--- src/include/ldu_cfg.svh ---
`ifndef LDU_CFG_SVH
`define LDU_CFG_SVH

// --------------------------------------------------
// register file banking

`define LDU_PRF_BANK_COUNT 4
`define LDU_LOG_PRF_BANK_COUNT $clog2(`LDU_PRF_BANK_COUNT)

// --------------------------------------------------
// completion queue

`define LDU_CQ_ENTRIES 16
`define LDU_LOG_CQ_ENTRIES $clog2(`LDU_CQ_ENTRIES)

// --------------------------------------------------
// virtual address split, 4 KiB pages

`define LDU_VPN_WIDTH 20
`define LDU_PO_WIDTH 12

// word address bit that picks the dcache bank
`define LDU_DCACHE_BANK_BIT 0

`endif

--- src/verilog/ldu_types_pkg.sv ---
`default_nettype none

`include "ldu_cfg.svh"

package ldu_types_pkg;

    // load op encoding
    // bit 1 word, bit 0 halfword, bit 2 unsigned
    typedef enum logic [3:0] {
        LB  = 4'b0000,
        LH  = 4'b0001,
        LW  = 4'b0010,
        LBU = 4'b0100,
        LHU = 4'b0101
    } ldu_op_t;

    // request stage sequencing
    typedef enum logic [1:0] {
        REQ_IDLE,
        REQ_ACTIVE,
        REQ_MISALIGNED
    } req_state_t;

    typedef logic [31:0]                        word_t;
    typedef logic [`LDU_LOG_PRF_BANK_COUNT-1:0] prf_bank_t;
    typedef logic [`LDU_LOG_CQ_ENTRIES-1:0]     cq_index_t;
    typedef logic [`LDU_VPN_WIDTH-1:0]          vpn_t;
    typedef logic [`LDU_PO_WIDTH-3:0]           po_word_t;
    typedef logic [3:0]                         byte_mask_t;
    typedef logic [11:0]                        imm12_t;

    // forward network, one word per bank
    typedef word_t [`LDU_PRF_BANK_COUNT-1:0] bank_data_t;

    // register read network, two read ports per bank
    typedef word_t [`LDU_PRF_BANK_COUNT-1:0][1:0] bank_port_data_t;

endpackage

`default_nettype wire
--- src/verilog/ldu_addr_pipeline.sv ---
`timescale 1ns/10ps
`default_nettype none

module ldu_addr_pipeline (
    input  wire logic                          CLK,
    input  wire logic                          nRST,

    // issue queue side
    input  wire logic                          issue_valid,
    input  ldu_types_pkg::ldu_op_t             issue_op,
    input  ldu_types_pkg::imm12_t              issue_imm12,
    input  wire logic                          issue_A_forward,
    input  wire logic                          issue_A_is_zero,
    input  ldu_types_pkg::prf_bank_t           issue_A_bank,
    input  ldu_types_pkg::cq_index_t           issue_cq_index,
    output logic                               issue_ready,

    // register file read and forward data
    input  wire logic                          A_reg_read_ack,
    input  wire logic                          A_reg_read_port,
    input  ldu_types_pkg::bank_port_data_t     reg_read_data_by_bank_by_port,
    input  ldu_types_pkg::bank_data_t          forward_data_by_bank,

    // dcache request
    output logic                               req_bank0_valid,
    output logic                               req_bank1_valid,
    output logic                               req_is_mq,
    output logic                               req_misaligned,
    output ldu_types_pkg::vpn_t                req_vpn,
    output ldu_types_pkg::po_word_t            req_po_word,
    output ldu_types_pkg::byte_mask_t          req_byte_mask,
    output ldu_types_pkg::cq_index_t           req_cq_index,
    input  wire logic                          req_bank0_early_ready,
    input  wire logic                          req_bank1_early_ready
);

    import ldu_types_pkg::*;

    // --------------------------------------------------
    // OC to REQ handoff

    logic       next_req_valid;
    ldu_op_t    next_req_op;
    imm12_t     next_req_imm12;
    word_t      next_req_A;
    cq_index_t  next_req_cq_index;
    logic       stall_req;

    ldu_operand_collect u_oc (
        .CLK                           (CLK),
        .nRST                          (nRST),
        .issue_valid                   (issue_valid),
        .issue_op                      (issue_op),
        .issue_imm12                   (issue_imm12),
        .issue_A_forward               (issue_A_forward),
        .issue_A_is_zero               (issue_A_is_zero),
        .issue_A_bank                  (issue_A_bank),
        .issue_cq_index                (issue_cq_index),
        .issue_ready                   (issue_ready),
        .A_reg_read_ack                (A_reg_read_ack),
        .A_reg_read_port               (A_reg_read_port),
        .reg_read_data_by_bank_by_port (reg_read_data_by_bank_by_port),
        .forward_data_by_bank          (forward_data_by_bank),
        .stall_req                     (stall_req),
        .next_req_valid                (next_req_valid),
        .next_req_op                   (next_req_op),
        .next_req_imm12                (next_req_imm12),
        .next_req_A                    (next_req_A),
        .next_req_cq_index             (next_req_cq_index)
    );

    ldu_req_stage u_req (
        .CLK                   (CLK),
        .nRST                  (nRST),
        .next_req_valid        (next_req_valid),
        .next_req_op           (next_req_op),
        .next_req_imm12        (next_req_imm12),
        .next_req_A            (next_req_A),
        .next_req_cq_index     (next_req_cq_index),
        .stall_req             (stall_req),
        .req_bank0_valid       (req_bank0_valid),
        .req_bank1_valid       (req_bank1_valid),
        .req_is_mq             (req_is_mq),
        .req_misaligned        (req_misaligned),
        .req_vpn               (req_vpn),
        .req_po_word           (req_po_word),
        .req_byte_mask         (req_byte_mask),
        .req_cq_index          (req_cq_index),
        .req_bank0_early_ready (req_bank0_early_ready),
        .req_bank1_early_ready (req_bank1_early_ready)
    );

endmodule

`default_nettype wire

--- src/verilog/ldu_operand_collect.sv ---
`timescale 1ns/10ps
`default_nettype none

module ldu_operand_collect (
    input  wire logic                          CLK,
    input  wire logic                          nRST,

    // issue queue side
    input  wire logic                          issue_valid,
    input  ldu_types_pkg::ldu_op_t             issue_op,
    input  ldu_types_pkg::imm12_t              issue_imm12,
    input  wire logic                          issue_A_forward,
    input  wire logic                          issue_A_is_zero,
    input  ldu_types_pkg::prf_bank_t           issue_A_bank,
    input  ldu_types_pkg::cq_index_t           issue_cq_index,
    output logic                               issue_ready,

    // register file read and forward data
    input  wire logic                          A_reg_read_ack,
    input  wire logic                          A_reg_read_port,
    input  ldu_types_pkg::bank_port_data_t     reg_read_data_by_bank_by_port,
    input  ldu_types_pkg::bank_data_t          forward_data_by_bank,

    // towards the request stage
    input  wire logic                          stall_req,
    output logic                               next_req_valid,
    output ldu_types_pkg::ldu_op_t             next_req_op,
    output ldu_types_pkg::imm12_t              next_req_imm12,
    output ldu_types_pkg::word_t               next_req_A,
    output ldu_types_pkg::cq_index_t           next_req_cq_index
);

    import ldu_types_pkg::*;

    // --------------------------------------------------
    // held load

    logic       valid_oc;
    ldu_op_t    op_oc;
    imm12_t     imm12_oc;
    logic       A_saved_oc;
    logic       A_forward_oc;
    logic       A_is_zero_oc;
    prf_bank_t  A_bank_oc;
    cq_index_t  cq_index_oc;
    word_t      A_saved_data_oc;

    logic       stall_oc;
    logic       A_present;
    logic       launch_ready;

    // only a held load can be stalled by REQ
    assign stall_oc = valid_oc & stall_req;

    // control flags
    always_ff @(posedge CLK) begin
        if (!nRST) begin
            valid_oc     <= 1'b0;
            A_saved_oc   <= 1'b0;
            A_forward_oc <= 1'b0;
            A_is_zero_oc <= 1'b0;
        end else if (!issue_ready) begin
            // operand seen while stalled is kept for later
            A_saved_oc <= A_saved_oc | A_forward_oc | A_reg_read_ack;
        end else begin
            valid_oc     <= issue_valid;
            A_saved_oc   <= 1'b0;
            A_forward_oc <= issue_A_forward;
            A_is_zero_oc <= issue_A_is_zero;
        end
    end

    // payload
    always_ff @(posedge CLK) begin
        if (issue_ready) begin
            op_oc       <= issue_op;
            imm12_oc    <= issue_imm12;
            A_bank_oc   <= issue_A_bank;
            cq_index_oc <= issue_cq_index;
        end
        A_saved_data_oc <= next_req_A;
    end

    // --------------------------------------------------
    // operand A select

    always_comb begin
        if (A_is_zero_oc) begin
            next_req_A = '0;
        end else if (A_saved_oc) begin
            next_req_A = A_saved_data_oc;
        end else if (A_forward_oc) begin
            next_req_A = forward_data_by_bank[A_bank_oc];
        end else begin
            next_req_A = reg_read_data_by_bank_by_port[A_bank_oc][A_reg_read_port];
        end
    end

    assign A_present = A_is_zero_oc | A_saved_oc | A_forward_oc | A_reg_read_ack;

    // --------------------------------------------------
    // launch and issue feedback

    assign launch_ready = !stall_oc & A_present;
    assign issue_ready  = !valid_oc | launch_ready;

    assign next_req_valid    = valid_oc & launch_ready;
    assign next_req_op       = op_oc;
    assign next_req_imm12    = imm12_oc;
    assign next_req_cq_index = cq_index_oc;

    // register read is only granted for a load sitting in OC
    a_ack_needs_load: assert property (
        @(posedge CLK) disable iff (!nRST)
        A_reg_read_ack |-> valid_oc
    ) else $error("register read ack with OC empty");

endmodule

`default_nettype wire

--- src/verilog/ldu_req_stage.sv ---
`timescale 1ns/10ps
`default_nettype none

`include "ldu_cfg.svh"

module ldu_req_stage (
    input  wire logic                      CLK,
    input  wire logic                      nRST,

    // from the operand collect stage
    input  wire logic                      next_req_valid,
    input  ldu_types_pkg::ldu_op_t         next_req_op,
    input  ldu_types_pkg::imm12_t          next_req_imm12,
    input  ldu_types_pkg::word_t           next_req_A,
    input  ldu_types_pkg::cq_index_t       next_req_cq_index,
    output logic                           stall_req,

    // dcache request
    output logic                           req_bank0_valid,
    output logic                           req_bank1_valid,
    output logic                           req_is_mq,
    output logic                           req_misaligned,
    output ldu_types_pkg::vpn_t            req_vpn,
    output ldu_types_pkg::po_word_t        req_po_word,
    output ldu_types_pkg::byte_mask_t      req_byte_mask,
    output ldu_types_pkg::cq_index_t       req_cq_index,
    input  wire logic                      req_bank0_early_ready,
    input  wire logic                      req_bank1_early_ready
);

    import ldu_types_pkg::*;

    // --------------------------------------------------
    // held load fields

    ldu_op_t    req_op;
    imm12_t     req_imm12;
    word_t      req_A;

    req_state_t state, next_state;

    word_t      va;
    word_t      va_second;
    byte_mask_t base_mask;
    logic [7:0] span_mask;
    logic       req_valid;
    logic       req_ack;

    always_ff @(posedge CLK) begin
        if (!nRST) begin
            state <= REQ_IDLE;
        end else begin
            state <= next_state;
        end
    end

    // payload moves in whenever REQ is free
    always_ff @(posedge CLK) begin
        if (!stall_req) begin
            req_op       <= next_req_op;
            req_imm12    <= next_req_imm12;
            req_A        <= next_req_A;
            req_cq_index <= next_req_cq_index;
        end
    end

    // --------------------------------------------------
    // address and byte mask

    assign va        = req_A + {{20{req_imm12[11]}}, req_imm12};
    // second beat goes to the next word
    assign va_second = va + 32'd4;

    always_comb begin
        if (req_op[1]) begin
            base_mask = 4'b1111;
        end else if (req_op[0]) begin
            base_mask = 4'b0011;
        end else begin
            base_mask = 4'b0001;
        end
    end

    // bytes past bit 3 belong to the next word
    assign span_mask      = {4'b0000, base_mask} << va[1:0];
    assign req_misaligned = |span_mask[7:4];

    // both dcache banks must be ready to take a beat
    assign req_ack = req_bank0_early_ready & req_bank1_early_ready;

    // --------------------------------------------------
    // beat sequencing

    always_comb begin
        next_state    = state;
        stall_req     = 1'b0;
        req_valid     = 1'b0;
        req_is_mq     = 1'b0;
        req_vpn       = va[31 -: `LDU_VPN_WIDTH];
        req_po_word   = va[`LDU_PO_WIDTH-1:2];
        req_byte_mask = span_mask[3:0];

        case (state)
            REQ_IDLE: begin
                if (next_req_valid) begin
                    next_state = REQ_ACTIVE;
                end
            end

            REQ_ACTIVE: begin
                req_valid = 1'b1;
                if (req_ack && req_misaligned) begin
                    // hold the load for its second beat
                    stall_req  = 1'b1;
                    next_state = REQ_MISALIGNED;
                end else if (req_ack) begin
                    next_state = next_req_valid ? REQ_ACTIVE : REQ_IDLE;
                end else begin
                    stall_req = 1'b1;
                end
            end

            REQ_MISALIGNED: begin
                req_valid     = 1'b1;
                req_is_mq     = 1'b1;
                req_vpn       = va_second[31 -: `LDU_VPN_WIDTH];
                req_po_word   = va_second[`LDU_PO_WIDTH-1:2];
                req_byte_mask = span_mask[7:4];
                if (req_ack) begin
                    next_state = next_req_valid ? REQ_ACTIVE : REQ_IDLE;
                end else begin
                    stall_req = 1'b1;
                end
            end

            default: begin
                next_state = REQ_IDLE;
            end
        endcase
    end

    // bank select from the word address
    assign req_bank0_valid = req_valid & !req_po_word[`LDU_DCACHE_BANK_BIT];
    assign req_bank1_valid = req_valid &  req_po_word[`LDU_DCACHE_BANK_BIT];

    // --------------------------------------------------
    // checks

    beat_holds: assert property (
        @(posedge CLK) disable iff (!nRST)
        (req_valid && !req_ack) |=>
            $stable({req_is_mq, req_vpn, req_po_word, req_byte_mask, req_cq_index})
    ) else $error("request beat changed before it was taken");

    mask_nonzero: assert property (
        @(posedge CLK) disable iff (!nRST)
        (req_bank0_valid || req_bank1_valid) |-> (req_byte_mask != '0)
    ) else $error("request beat with empty byte mask");

endmodule

`default_nettype wire

--- config.mk ---
export PLATFORM = sky130hd
export DESIGN_NAME = ldu_addr_pipeline
export DESIGN_NICKNAME = d
export VERILOG_FILES = /design/src/verilog/ldu_types_pkg.sv /design/src/verilog/ldu_addr_pipeline.sv /design/src/verilog/ldu_operand_collect.sv /design/src/verilog/ldu_req_stage.sv
export VERILOG_INCLUDE_DIRS = /design/src /design/src/include
export SDC_FILE = /design/constraint.sdc
export NUM_CORES = 1
export LEC_CHECK = 0
export BUFFER_PORTS_ARGS = -buffer_cell sky130_fd_sc_hd__clkbuf_2
export CAP_MARGIN = 20
export CORE_AREA = 5 5 174 176
export DETAILED_ROUTE_END_ITERATION = 6
export DIE_AREA = 0 0 179 181
export PLACE_DENSITY = 0.66
export RECOVER_POWER = 25
export SETUP_SLACK_MARGIN = 0.05
export SLEW_MARGIN = 20
export SYNTH_ARGS = -nofsm -noshare
export SYNTH_HDL_FRONTEND = slang
export SYNTH_SLANG_ARGS = --single-unit
--- constraint.sdc ---
create_clock -name CLK -period 7.6 [get_ports CLK]
set_input_delay 0.38 -clock CLK [delete_from_list [all_inputs] [get_ports CLK]]
set_output_delay 0.38 -clock CLK [all_outputs]
set_load 0.01 [all_outputs]
==> flow_metrics.tcl <==
set metrics [dict create \
    violations "max-capacitance violations, max-slew violations" \
    rsz0062_at_grt "no" \
    io_pins 458 \
    layout_common_cells "clkbuf_2, nor2_1, a21oi_1" \
    synth_top_area_share_pct 24.2 \
    rr_worst_depth 12 \
    seq_area_um2 2870 \
    irDropWorstVdd_mv 0.0951 \
    avgSynthCellArea_um2 10.5 \
    ys.warnings.count 0 \
    row_count 62 \
    maxCapViolations 2 \
    netlist_top_cells_area "mux4_2, edfxtp_1, dfxtp_1" \
    ctsResizeCount 0 \
    wirelength_um 37400 \
    synthesis.nets 1299 \
    min_to "u_oc.next_req_cq_index[0]" \
    drive_above_1_share_pct 45.5 \
    synthCells 847 \
    layout_commonest_cell "clkbuf_2" \
    crit_type "reg -> reg" \
    fmax_mhz 189 \
    chipHeight_um 181 \
    cts_root_buf "clkbuf_16" \
    setup_viol 0 \
    clk_pin_slew_worst_paths_ns 0.07 \
    report.final.hold_viol_count 0 \
    cts_max_level 3 \
    drtIter0Drc 505 \
    period_minus_slack_ns 5.28 \
    yosysSeqAreaShare_pct 32.0 \
    drtPass1Iterations 5 \
    tritoncts "done" \
    timing.rr.end "u_req.state[1]" \
    ys_ff_latch 108 \
    hold_ws_ns 0.209 \
    fillers 2849 \
    synth_area_um2 8930 \
    worstPathRequired_ns 7.87 \
    outcome "complete, but fails checks" \
    grt.total_usage_pct 22.5 \
    drc 0 \
    arrival_ns 5.56 \
    synth-main-ff-cell "edfxtp_1" \
    p_per_area_nw_per_um2 200 \
    clock_latency_ns 0.34 \
    synth_cell_types 69 \
    core_um2 28500 \
    grt_pass1_vias 8992 \
    grt_overflow 0 \
    cts_setup_buffers 0 \
    slew_viol_final 144 \
    hold_class "in -> reg" \
    multi_input_area_um2 5830 \
    wl_per_cell_um 22.3 \
    die-area_um2 32400 \
    globalplace.congestion 0.963 \
    antenna_found_initial 22 \
    synth_area_leader_cell "mux4_2" \
    worstHoldStart "issue_cq_index[0]" \
    grt_start_max_net_pins 91 \
    worst_setup_path_end_kind "flop" \
    cts_buffer_depth 2 \
    critPathLaunchType "flop" \
    power_leakage_nw 5.38 \
    vias_per_cell 5.20 \
    cts_sinks 108 \
    synth-edff-count 70 \
    r2r-start "u_req.req_A[0]" \
    nets 1723 \
    timing.slew.headroom_pct -121 \
    hold_path_depth 1 \
    die_w_um 179 \
    holdBufCountCts 0 \
    port_buffers 455 \
    areaGrowthSynthToFinish_pct 33.1 \
    timing.reg2reg.setup_slack_ns 2.32 \
    grt_pass1_wl_um 54900 \
    p_total_mw 2.37 \
    route.vias.total 8698 \
    worst_pin_slew_ns 3.31 \
    start_util_pct 31.4 \
    fin_setup_tns_ns 0 \
    crit_fanout 52 \
    dp_hpwl_um 32100 \
    synth-async-reset-ratio_pct 0 \
    cts_buffers 9 \
    finClkSkew_ns 0.00829 \
    postRouteAntennaNets 0 \
    fin_crit_sh_pct 69.5 \
]
-- through the flow --
step                      std cells  instance area [µm²]  util, %  setup WS [ns]
after floorplan                 847                 8930        -           3.33
after global placement         1644                11600     40.7           3.11
after detailed placement       1644                11600     40.7           3.04
after CTS                      1660                11900     41.8           2.66
after global routing           1670                11900     41.7           1.82
final                          1673                11900     41.8           2.32
-- power breakdown --
| group | switching [mW] | total, mW | internal (mW) | leakage [nW] |
|---|---|---|---|---|
| clock network | 0.208 | 0.502 | 0.294 | 0.157 |
| registers | 0.0359 | 0.746 | 0.710 | 1.08 |
| logic | 0.621 | 1.13 | 0.505 | 4.15 |
| total | 0.865 | 2.37 | 1.51 | 5.38 |
-- critical path, cell delays in order, from the launching register on --
cell and delay (ns):
edfxtp_1 0.37, ha_1 0.24, fa_1 0.55, a21oi_1 0.16, o21ai_0 0.20, nand2_1 0.16, nand2_1 0.08, nand2_1 0.10
clkbuf_1 2.02, o211ai_1 0.38, and2_1 0.34, or3b_2 0.43, a21boi_0 0.16
-- sequential cells by signal, summed over array words and instances (netlist names), 2 cells and up --
register and count:
u_req.req_A 32, u_req.req_cq_index 4, u_oc.A_saved_data_oc 32, u_oc.next_req_imm12 12
u_oc.next_req_op 2, u_req.req_imm12 12, u_oc.next_req_cq_index 4, u_req.state 2
u_oc.A_bank_oc 2, u_req.req_op 2
-- cell usage after synthesis, types with 2 or more instances --
cell type	instances
nor2_1	129
clkbuf_1	34
edfxtp_1	70
mux4_2	96
o21ai_4	2
or3_1	5
ha_1	36
nor3_1	8
nand4bb_1	2
nor2b_1	9
xnor2_1	31
a211oi_1	7
nand4_1	6
nand3_1	11
buf_1	12
a31oi_1	3
dfxtp_1	38
o21ai_0	27
a21oi_2	3
o211ai_1	6
inv_1	12
a21o_1	9
nand2b_1	4
buf_2	4
o21bai_1	3
a21boi_0	3
o31ai_1	4
a21oi_1	102
and3_1	4
and2_1	6
xor2_1	20
mux2i_1	36
a21boi_1	2
nand2_1	64
o21ai_1	5
-- kinds of logic after synthesis --
family / count (synthesis) / synth area share, %
AND/OR/NAND/NOR: 262 / 13.3
AO/OA/AOI/OAI: 193 / 13.2
multiplexers: 133 / 28.4
flip-flops: 108 / 32.0
buffers and inverters: 62 / 2.66
XOR/XNOR: 52 / 5.18
adder cells (fa/ha/maj): 37 / 5.27
-- layout make-up --
type / instances / share of cell area, %
Antenna cell: 13 / 0.274
Clock buffer: 11 / 1.96
Clock inverter: 5 / 0.747
Inverter: 12 / 0.379
Multi-Input combinational cell: 677 / 49.1
Sequential cell: 108 / 24.1
Tap cell: 384 / 4.04
Timing Repair Buffer: 463 / 19.5
-- layer usage --
metal	share of wire (%)	up-vias	GRT usage, %
li1	-	4099	-
met1	42	4186	29.4
met2	47	335	35.1
met3	9.0	64	7.67
met4	2.5	14	6.32
met5	0.22	-	3.24
-- worst max path at each step --
stage	start	endpoint	slack, ns
floorplan	u_req.req_A[0]	u_oc.A_forward_oc	3.33
global placement	u_req.req_A[0]	req_vpn[19]	3.11
detailed placement	u_req.req_A[0]	req_vpn[19]	3.04
CTS	u_req.req_A[0]	req_vpn[19]	2.66
global route	u_oc.A_bank_oc[0]	u_req.req_A[14]	1.82
finish	u_req.req_A[0]	u_req.state[1]	2.32
Note: power is estimated with default switching activity, not from simulation.
